===== config.mk =====
export PLATFORM = sky130hd
export DESIGN_NAME = cpuControl
export DESIGN_NICKNAME = d
export VERILOG_FILES = /design/src/logic/cpuControlPkg.sv /design/src/logic/opcodeDecoder.sv /design/src/logic/stepSequencer.sv /design/src/logic/cpuControl.sv
export SDC_FILE = /design/constraint.sdc
export NUM_CORES = 1
export LEC_CHECK = 0
export BUFFER_PORTS_ARGS = -buffer_cell sky130_fd_sc_hd__buf_2
export CORE_ASPECT_RATIO = 1.75
export CORE_MARGIN = 2
export CORE_UTILIZATION = 44
export CTS_CLUSTER_SIZE = 25
export DETAILED_ROUTE_END_ITERATION = 7
export PLACE_DENSITY = 0.65
export REMOVE_ABC_BUFFERS = 1
export SLEW_MARGIN = 25
export SYNTH_ARGS = -nofsm -noshare
export SYNTH_HDL_FRONTEND = slang
export SYNTH_HIERARCHICAL = 1
export SYNTH_SLANG_ARGS = --single-unit

===== constraint.sdc =====
create_clock -name clk -period 2.1 [get_ports clk]
set_input_delay 0 -clock clk [delete_from_list [all_inputs] [get_ports clk]]
set_output_delay 0 -clock clk [all_outputs]
set_load 0.005 [all_outputs]

===== src/logic/cpuControlPkg.sv =====
// Shared types for the control unit; opcodes above RET and the stack/SP opcodes have no names
`default_nettype none

package cpuControlPkg;

    // Raw 6-bit opcode as fetched
    typedef logic [5:0] opcodeT;

    // Opcode encodings of the supported instructions
    localparam opcodeT opRType = 6'd0;

    // Immediate ALU group
    localparam opcodeT opAddi = 6'd1;
    localparam opcodeT opSubi = 6'd2;
    localparam opcodeT opAndi = 6'd3;
    localparam opcodeT opOri  = 6'd4;
    localparam opcodeT opXori = 6'd5;
    localparam opcodeT opNoti = 6'd6;
    localparam opcodeT opSlai = 6'd7;
    localparam opcodeT opSrli = 6'd8;
    localparam opcodeT opSrai = 6'd9;

    // Branch group
    localparam opcodeT opBr  = 6'd10;
    localparam opcodeT opBmi = 6'd11;
    localparam opcodeT opBpl = 6'd12;
    localparam opcodeT opBz  = 6'd13;

    // Memory access
    localparam opcodeT opLd = 6'd14;
    localparam opcodeT opSt = 6'd15;

    // Register copy, done as Rs + 0
    localparam opcodeT opMove = 6'd18;

    // Miscellaneous
    localparam opcodeT opHalt = 6'd22;
    localparam opcodeT opNop  = 6'd23;

    // ALU operation code
    // Zero tells the ALU to use the R-type function field
    typedef logic [3:0] aluOpT;

    // Address and target arithmetic
    localparam aluOpT aluAdd = 4'd1;

    // Branch condition selector for the PC unit
    typedef enum logic [2:0] {
        brNone   = 3'd0,
        brAlways = 3'd1,
        brPlus   = 3'd2,
        brMinus  = 3'd3,
        brZero   = 3'd4
    } branchOpT;

    // Sequence class chosen by the decoder
    typedef enum logic [2:0] {
        clsAluReg,
        clsAluImm,
        clsBranch,
        clsLoad,
        clsStore,
        clsNop,
        clsHalt,
        clsIllegal
    } instrClassE;

    // Per-step datapath controls, 13 bits
    typedef struct packed {
        branchOpT branchOp;
        aluOpT    aluOp;
        logic     aluSrc;
        logic     regDst;
        logic     regWrite;
        logic     memRead;
        logic     memWrite;
        logic     memToReg;
    } ctrlWordT;

    // Decoder result
    // Base only fills branchOp, aluOp, aluSrc and regDst
    typedef struct packed {
        instrClassE instrClass;
        ctrlWordT   base;
    } decodedInstrT;

endpackage

`default_nettype wire


===== src/logic/opcodeDecoder.sv =====
// Purely combinational; unknown, stack and SP opcodes all decode as illegal with a zero base
`timescale 1ns/1ps
`default_nettype none

module opcodeDecoder (
    input  cpuControlPkg::opcodeT       opcode,
    output cpuControlPkg::decodedInstrT decoded
);

    always_comb begin
        // Anything not listed below stays illegal with all base fields clear
        decoded            = '0;
        decoded.instrClass = cpuControlPkg::clsIllegal;

        case (opcode)
            cpuControlPkg::opRType: begin
                // ALU takes its function field
                decoded.instrClass  = cpuControlPkg::clsAluReg;
                decoded.base.aluOp  = 4'd0;
                decoded.base.regDst = 1'b1;
            end

            cpuControlPkg::opAddi,
            cpuControlPkg::opSubi,
            cpuControlPkg::opAndi,
            cpuControlPkg::opOri,
            cpuControlPkg::opXori,
            cpuControlPkg::opNoti,
            cpuControlPkg::opSlai,
            cpuControlPkg::opSrli,
            cpuControlPkg::opSrai: begin
                // Low opcode bits are the ALU operation
                decoded.instrClass  = cpuControlPkg::clsAluImm;
                decoded.base.aluOp  = opcode[3:0];
                decoded.base.aluSrc = 1'b1;
            end

            cpuControlPkg::opMove: begin
                // Rt = Rs + 0 through the immediate path
                decoded.instrClass  = cpuControlPkg::clsAluImm;
                decoded.base.aluOp  = cpuControlPkg::aluAdd;
                decoded.base.aluSrc = 1'b1;
            end

            cpuControlPkg::opBr: begin
                decoded.instrClass    = cpuControlPkg::clsBranch;
                decoded.base.branchOp = cpuControlPkg::brAlways;
                decoded.base.aluOp    = cpuControlPkg::aluAdd;
                decoded.base.aluSrc   = 1'b1;
            end

            cpuControlPkg::opBpl: begin
                decoded.instrClass    = cpuControlPkg::clsBranch;
                decoded.base.branchOp = cpuControlPkg::brPlus;
                decoded.base.aluOp    = cpuControlPkg::aluAdd;
                decoded.base.aluSrc   = 1'b1;
            end

            cpuControlPkg::opBmi: begin
                decoded.instrClass    = cpuControlPkg::clsBranch;
                decoded.base.branchOp = cpuControlPkg::brMinus;
                decoded.base.aluOp    = cpuControlPkg::aluAdd;
                decoded.base.aluSrc   = 1'b1;
            end

            cpuControlPkg::opBz: begin
                decoded.instrClass    = cpuControlPkg::clsBranch;
                decoded.base.branchOp = cpuControlPkg::brZero;
                decoded.base.aluOp    = cpuControlPkg::aluAdd;
                decoded.base.aluSrc   = 1'b1;
            end

            cpuControlPkg::opLd: begin
                // Address is base register plus immediate
                decoded.instrClass  = cpuControlPkg::clsLoad;
                decoded.base.aluOp  = cpuControlPkg::aluAdd;
                decoded.base.aluSrc = 1'b1;
            end

            cpuControlPkg::opSt: begin
                decoded.instrClass  = cpuControlPkg::clsStore;
                decoded.base.aluOp  = cpuControlPkg::aluAdd;
                decoded.base.aluSrc = 1'b1;
            end

            cpuControlPkg::opNop: begin
                decoded.instrClass = cpuControlPkg::clsNop;
            end

            cpuControlPkg::opHalt: begin
                decoded.instrClass = cpuControlPkg::clsHalt;
            end

            default: begin
                decoded.instrClass = cpuControlPkg::clsIllegal;
            end
        endcase
    end

endmodule

`default_nettype wire


===== src/logic/stepSequencer.sv =====
// aluSettleCycles must be 1 to 4; ctrl has no back-pressure and HALT is only left through reset
`timescale 1ns/1ps
`default_nettype none

module stepSequencer #(
    parameter int aluSettleCycles = 1
) (
    input  logic                        clk,
    input  logic                        arstN,
    input  logic                        instrValid,
    input  cpuControlPkg::decodedInstrT decoded,
    output logic                        instrReady,
    output cpuControlPkg::ctrlWordT     ctrl,
    output logic                        pcUpdate,
    output logic                        illegalOp,
    output logic                        halted
);

    typedef enum logic [1:0] {
        stIdle,
        stRunning,
        stHalted
    } seqStateE;

    seqStateE                    state;
    cpuControlPkg::decodedInstrT instr;
    logic [2:0]                  stepCnt;
    logic [2:0]                  lastStep;
    logic                        running;
    logic                        isLast;
    logic                        transfer;

    // Handshake only completes while idle
    assign instrReady = (state == stIdle);
    assign transfer   = instrValid && instrReady;
    assign running    = (state == stRunning);
    assign halted     = (state == stHalted);

    // Index of the final step per class
    always_comb begin
        case (instr.instrClass)
            cpuControlPkg::clsBranch: lastStep = 3'(aluSettleCycles + 1);
            cpuControlPkg::clsLoad:   lastStep = 3'd3;
            cpuControlPkg::clsStore:  lastStep = 3'(aluSettleCycles + 2);
            default:                  lastStep = 3'd0;
        endcase
    end

    assign isLast = (stepCnt == lastStep);

    // State and step counter
    always_ff @(posedge clk or negedge arstN) begin
        if (!arstN) begin
            state   <= stIdle;
            stepCnt <= '0;
        end else begin
            case (state)
                stIdle: begin
                    if (transfer) begin
                        // HALT never runs a step
                        if (decoded.instrClass == cpuControlPkg::clsHalt) begin
                            state <= stHalted;
                        end else begin
                            state   <= stRunning;
                            stepCnt <= '0;
                        end
                    end
                end

                stRunning: begin
                    if (isLast) begin
                        state <= stIdle;
                    end else begin
                        stepCnt <= stepCnt + 3'd1;
                    end
                end

                default: begin
                    // Parked until arstN
                    state <= stHalted;
                end
            endcase
        end
    end

    // Decode captured on the accepting edge
    always_ff @(posedge clk) begin
        if (transfer) begin
            instr <= decoded;
        end
    end

    // Control word for the current step
    always_comb begin
        ctrl = '0;
        if (running) begin
            case (instr.instrClass)
                cpuControlPkg::clsAluReg,
                cpuControlPkg::clsAluImm: begin
                    // Single step writing the result
                    ctrl          = instr.base;
                    ctrl.regWrite = 1'b1;
                end

                cpuControlPkg::clsBranch: begin
                    // Same word held while the target add settles
                    ctrl = instr.base;
                end

                cpuControlPkg::clsLoad: begin
                    ctrl = instr.base;
                    // Memory read on step 1
                    if (stepCnt == 3'd1) begin
                        ctrl.memRead = 1'b1;
                    end
                    // Writeback on step 2
                    if (stepCnt == 3'd2) begin
                        ctrl.memToReg = 1'b1;
                        ctrl.regWrite = 1'b1;
                    end
                end

                cpuControlPkg::clsStore: begin
                    ctrl = instr.base;
                    // Write strobe just before the pcUpdate step
                    if (stepCnt == lastStep - 3'd1) begin
                        ctrl.memWrite = 1'b1;
                    end
                end

                default: begin
                    // NOP and illegal drive nothing
                    ctrl = '0;
                end
            endcase
        end
    end

    assign pcUpdate  = running && isLast;
    assign illegalOp = running && (instr.instrClass == cpuControlPkg::clsIllegal);

endmodule

`default_nettype wire


===== src/logic/cpuControl.sv =====
// Top of the control unit; opcode must stay stable while instrValid is high and instrReady low
`timescale 1ns/1ps
`default_nettype none

module cpuControl #(
    parameter int aluSettleCycles = 1
) (
    input  logic                    clk,
    input  logic                    arstN,
    input  logic                    instrValid,
    input  cpuControlPkg::opcodeT   opcode,
    output logic                    instrReady,
    output cpuControlPkg::ctrlWordT ctrl,
    output logic                    pcUpdate,
    output logic                    illegalOp,
    output logic                    halted
);

    cpuControlPkg::decodedInstrT decoded;

    // Zero-latency opcode table
    opcodeDecoder uDecoder (
        .opcode  (opcode),
        .decoded (decoded)
    );

    // Step engine
    stepSequencer #(
        .aluSettleCycles (aluSettleCycles)
    ) uSequencer (
        .clk        (clk),
        .arstN      (arstN),
        .instrValid (instrValid),
        .decoded    (decoded),
        .instrReady (instrReady),
        .ctrl       (ctrl),
        .pcUpdate   (pcUpdate),
        .illegalOp  (illegalOp),
        .halted     (halted)
    );

endmodule

`default_nettype wire


==> impl_metrics.csv <==
group,metric,value,unit
global_routing,antenna_found_initial,0,
layout,antenna_cells,0,
drt,first_iter_violations,30,
global_routing,grt_pass1_wl,4790,µm
layout,syn_to_final_growth,9.84,%
floorplan,start_util,46.1,%
synthesis,synth-seq-cells,21,
layout,layout.nets,178,
worst_setup_path,worstPathMaxFanout,12,
clock_network,ctsResizeCount,0,
worst_setup_path,reg2reg_depth,4,
worst_setup_path,crit_path_start_kind,"flip-flop",
timing,rsz0062_at_grt,"no",
layout,design_area,1610,µm²
placed_design,place_area,1550,µm²
power_and_ir_drop,p_sw,0.558,mW
drt,wl_met2,1720,µm
power_and_ir_drop,power.internal,0.925,mW
synthesis,synth_area_leaders,"edfxtp_1 33%, dfrtp_1 8.6%, and2_1 4.3%",
clock_network,clock-sinks,21,
floorplan,coreArea,3180,µm²
floorplan,ios,26,
clock_network,cts_tree,"done",
drt,drc_errors,0,
drt,dr.max_layer_used,"met4",
global_routing,grt_usage,17.5,%
floorplan,fp.dieH,80.3,µm
power_and_ir_drop,p_leak,0.647,nW
status,status,"complete, no violations",
synthesis,avgSynthCellArea,9.88,µm²
power_and_ir_drop,power_density,923,nW/µm²
worst_setup_path,r2r_setup_slack,440,ps
placed_design,place_congestion,0.908,
timing,layout_min_cycle_time,1880,ps
worst_setup_path,critical_path.startpoint,"uSequencer/instr[15]",
timing,fin_crit_sh,89.5,%
drt,vias,1166,
synthesis,synth_flop_cell,"edfxtp_1",
placed_design,numPortBuffers,25,
global_routing,gr-total-overflow,0,
power_and_ir_drop,p_sw_share,37.6,%
placed_design,hpwl,2370,µm
worst_setup_path,reg2reg_from,"uSequencer/instr[15]",
drt,vias_per_cell,5.61,
floorplan,dieArea,3820,µm²
worst_setup_path,worst-endpoint-required,2100,ps
clock_network,h-tree-depth,1,
drt,firstDrtPassIters,4,
global_routing,grt_max_degree,17,
drt,dr_wl_met3,106,µm
clock_network,clock_latency,260,ps
synthesis,yosys_warnings,6,
drt,routed_wl,3030,µm
synthesis,yosys.area.top_type,"edfxtp_1",
drt,antenna_left,0,
power_and_ir_drop,combPwrFrac,34.2,%
clock_network,root_buffer,"clkbuf_8",
layout,drive_gt1_share,23.6,%
clock_network,hold_buffers,1,
worst_setup_path,r2r_end,"uSequencer/stepCnt[1]",
synthesis,ys_types,50,
clock_network,numCtsBuffers,3,
synthesis,synthCells,148,
worst_setup_path,worst-endpoint-arrival,1880,ps
clock_network,clkTransAtPathRegs,70,ps
clock_network,postCtsSetupRepairBufs,0,
power_and_ir_drop,pwr-share-seq,48.5,%
floorplan,die_width,47.6,µm
worst_setup_path,critical_path_class,"flip-flop to output pin",
power_and_ir_drop,pwr-share-clk,17.2,%
timing,max_freq,0.532,GHz
drt,wl_per_cell,14.6,µm
timing,hold_viol,0,
global_routing,grt_pass1_vias,1075,
power_and_ir_drop,irDropWorstVdd,0.471,mV
timing,setup_tns,0,ps
drt,wl_met1,1100,µm
worst_setup_path,end_kind,"output pin",
synthesis,synth_async_sr_flop_share,23.8,%
synthesis,synthesis.area,1460,µm²
floorplan,placementRows,27,
timing,slew_violations,0,
min_path,hold_class,"input port to asynchronous set/reset pin",
timing,setup_viol,0,
synthesis,ys_seq_area_share,41.4,%
synthesis,yosys.area.top_type_share,32.8,%
job,cap_viol_max_count,0,
timing,clock_skew,6.33,ps
synthesis,synth_edf_count,16,
clock_network,clk_path_buf_depth,2,
[layer usage]
metal  global-route usage (%)  up-vias
met2                     31.9       42
met3                     2.70        9
li1                         -      566
met5                        0        -
met1                     17.4      549
met4                     9.46        0
[state kept, by name (all words and copies together) (netlist names)]
| name | count |
|---|---|
| uSequencer/stepCnt | 3 |
| uSequencer/instr | 16 |
| uSequencer/state | 2 |
[cells in the mapped netlist (2+ instances only)]
master and instances:
edfxtp_1 16, and2_1 10, nor2_1 9, a21oi_1 8, nand2_1 8, nand2b_1 8
buf_4 6, clkbuf_1 6, dfrtp_1 5, nand3_1 5, inv_1 4, nor2b_1 4
a211oi_1 3, and3_1 3, buf_2 3, buf_6 3, ha_1 3, nor3_1 3
nor4_1 3, o211ai_1 3, a31oi_1 2, nor4b_2 2, o21a_1 2, o21ai_1 2
o22ai_1 2
[layout by cell type, fill, tap and decap left out, types with 4 or more instances in the layout]
master    netlist  layout
and2_1         10      10
edfxtp_1       16      16
a21oi_1         8       8
conb_1          1       4
nand2_1         8       8
nand2b_1        8       8
nand3_1         5       5
buf_2           3      25
dfrtp_1         5       5
inv_1           4       4
nor2b_1         4       4
nor2_1          9       9
[final cells by class]
| cell class | instances | area (µm²) |
|---|---|---|
| flip-flops and latches | 21 | 606 |
| clock buffers | 4 | 45.0 |
| repair buffers | 28 | 150 |
| multi-input cells | 108 | 737 |
| inverters | 4 | 15.0 |
| fillers | 320 | 1570 |
| well taps | 43 | 53.8 |
[per-stage QoR]
stage	power [mW]	setup WS, ps	utilization [%]	cells	hold WS [ps]
global route	1.57	114	50.6	208	57.8
floorplan	1.03	386	-	133	-296
detailed placement	1.23	457	48.9	203	-179
global placement	1.19	519	48.9	203	-183
CTS	1.49	241	50.6	208	58.4
finish	1.48	221	50.6	208	65.6
[critical path, stage by stage (launching register included)]
cell and delay [ps]:
edfxtp_1 540, or3b_4 450, a32oi_4 240, a21oi_2 110, and2_1 160, buf_2 120
[worst max-delay path by stage]
stage / end / slack [ps] / depth (start not counted)
2_1_floorplan: uSequencer/instr[0] / 390 / 2
3_3_place_gp: uSequencer/stepCnt[0] / 520 / 4
3_5_place_dp: uSequencer/stepCnt[0] / 460 / 4
4_1_cts: pcUpdate / 240 / 5
5_1_grt: pcUpdate / 110 / 5
6_report: pcUpdate / 220 / 5
[kinds of logic (layout without fill, tap and decap cells)]
family,count (synthesis),in the layout,share of synthesized area (%)
and+or+nand+nor,64,64,26.9
AOI/OAI and AO/OA,37,37,19.9
buffers and inverters,22,36,8.98
DFF,21,21,41.4
adders and majority gates,3,3,2.57
other,1,4,0.256
[power groups by stage]
stage	combinational, mW	clock [mW]	sequential (mW)
3_5_place_dp	0.504	0	0.727
3_3_place_gp	0.484	0	0.711
6_report	0.508	0.256	0.720
4_1_cts	0.506	0.266	0.718
5_1_grt	0.560	0.280	0.735
2_1_floorplan	0.346	0	0.680
(Power assumes the default switching activity.)
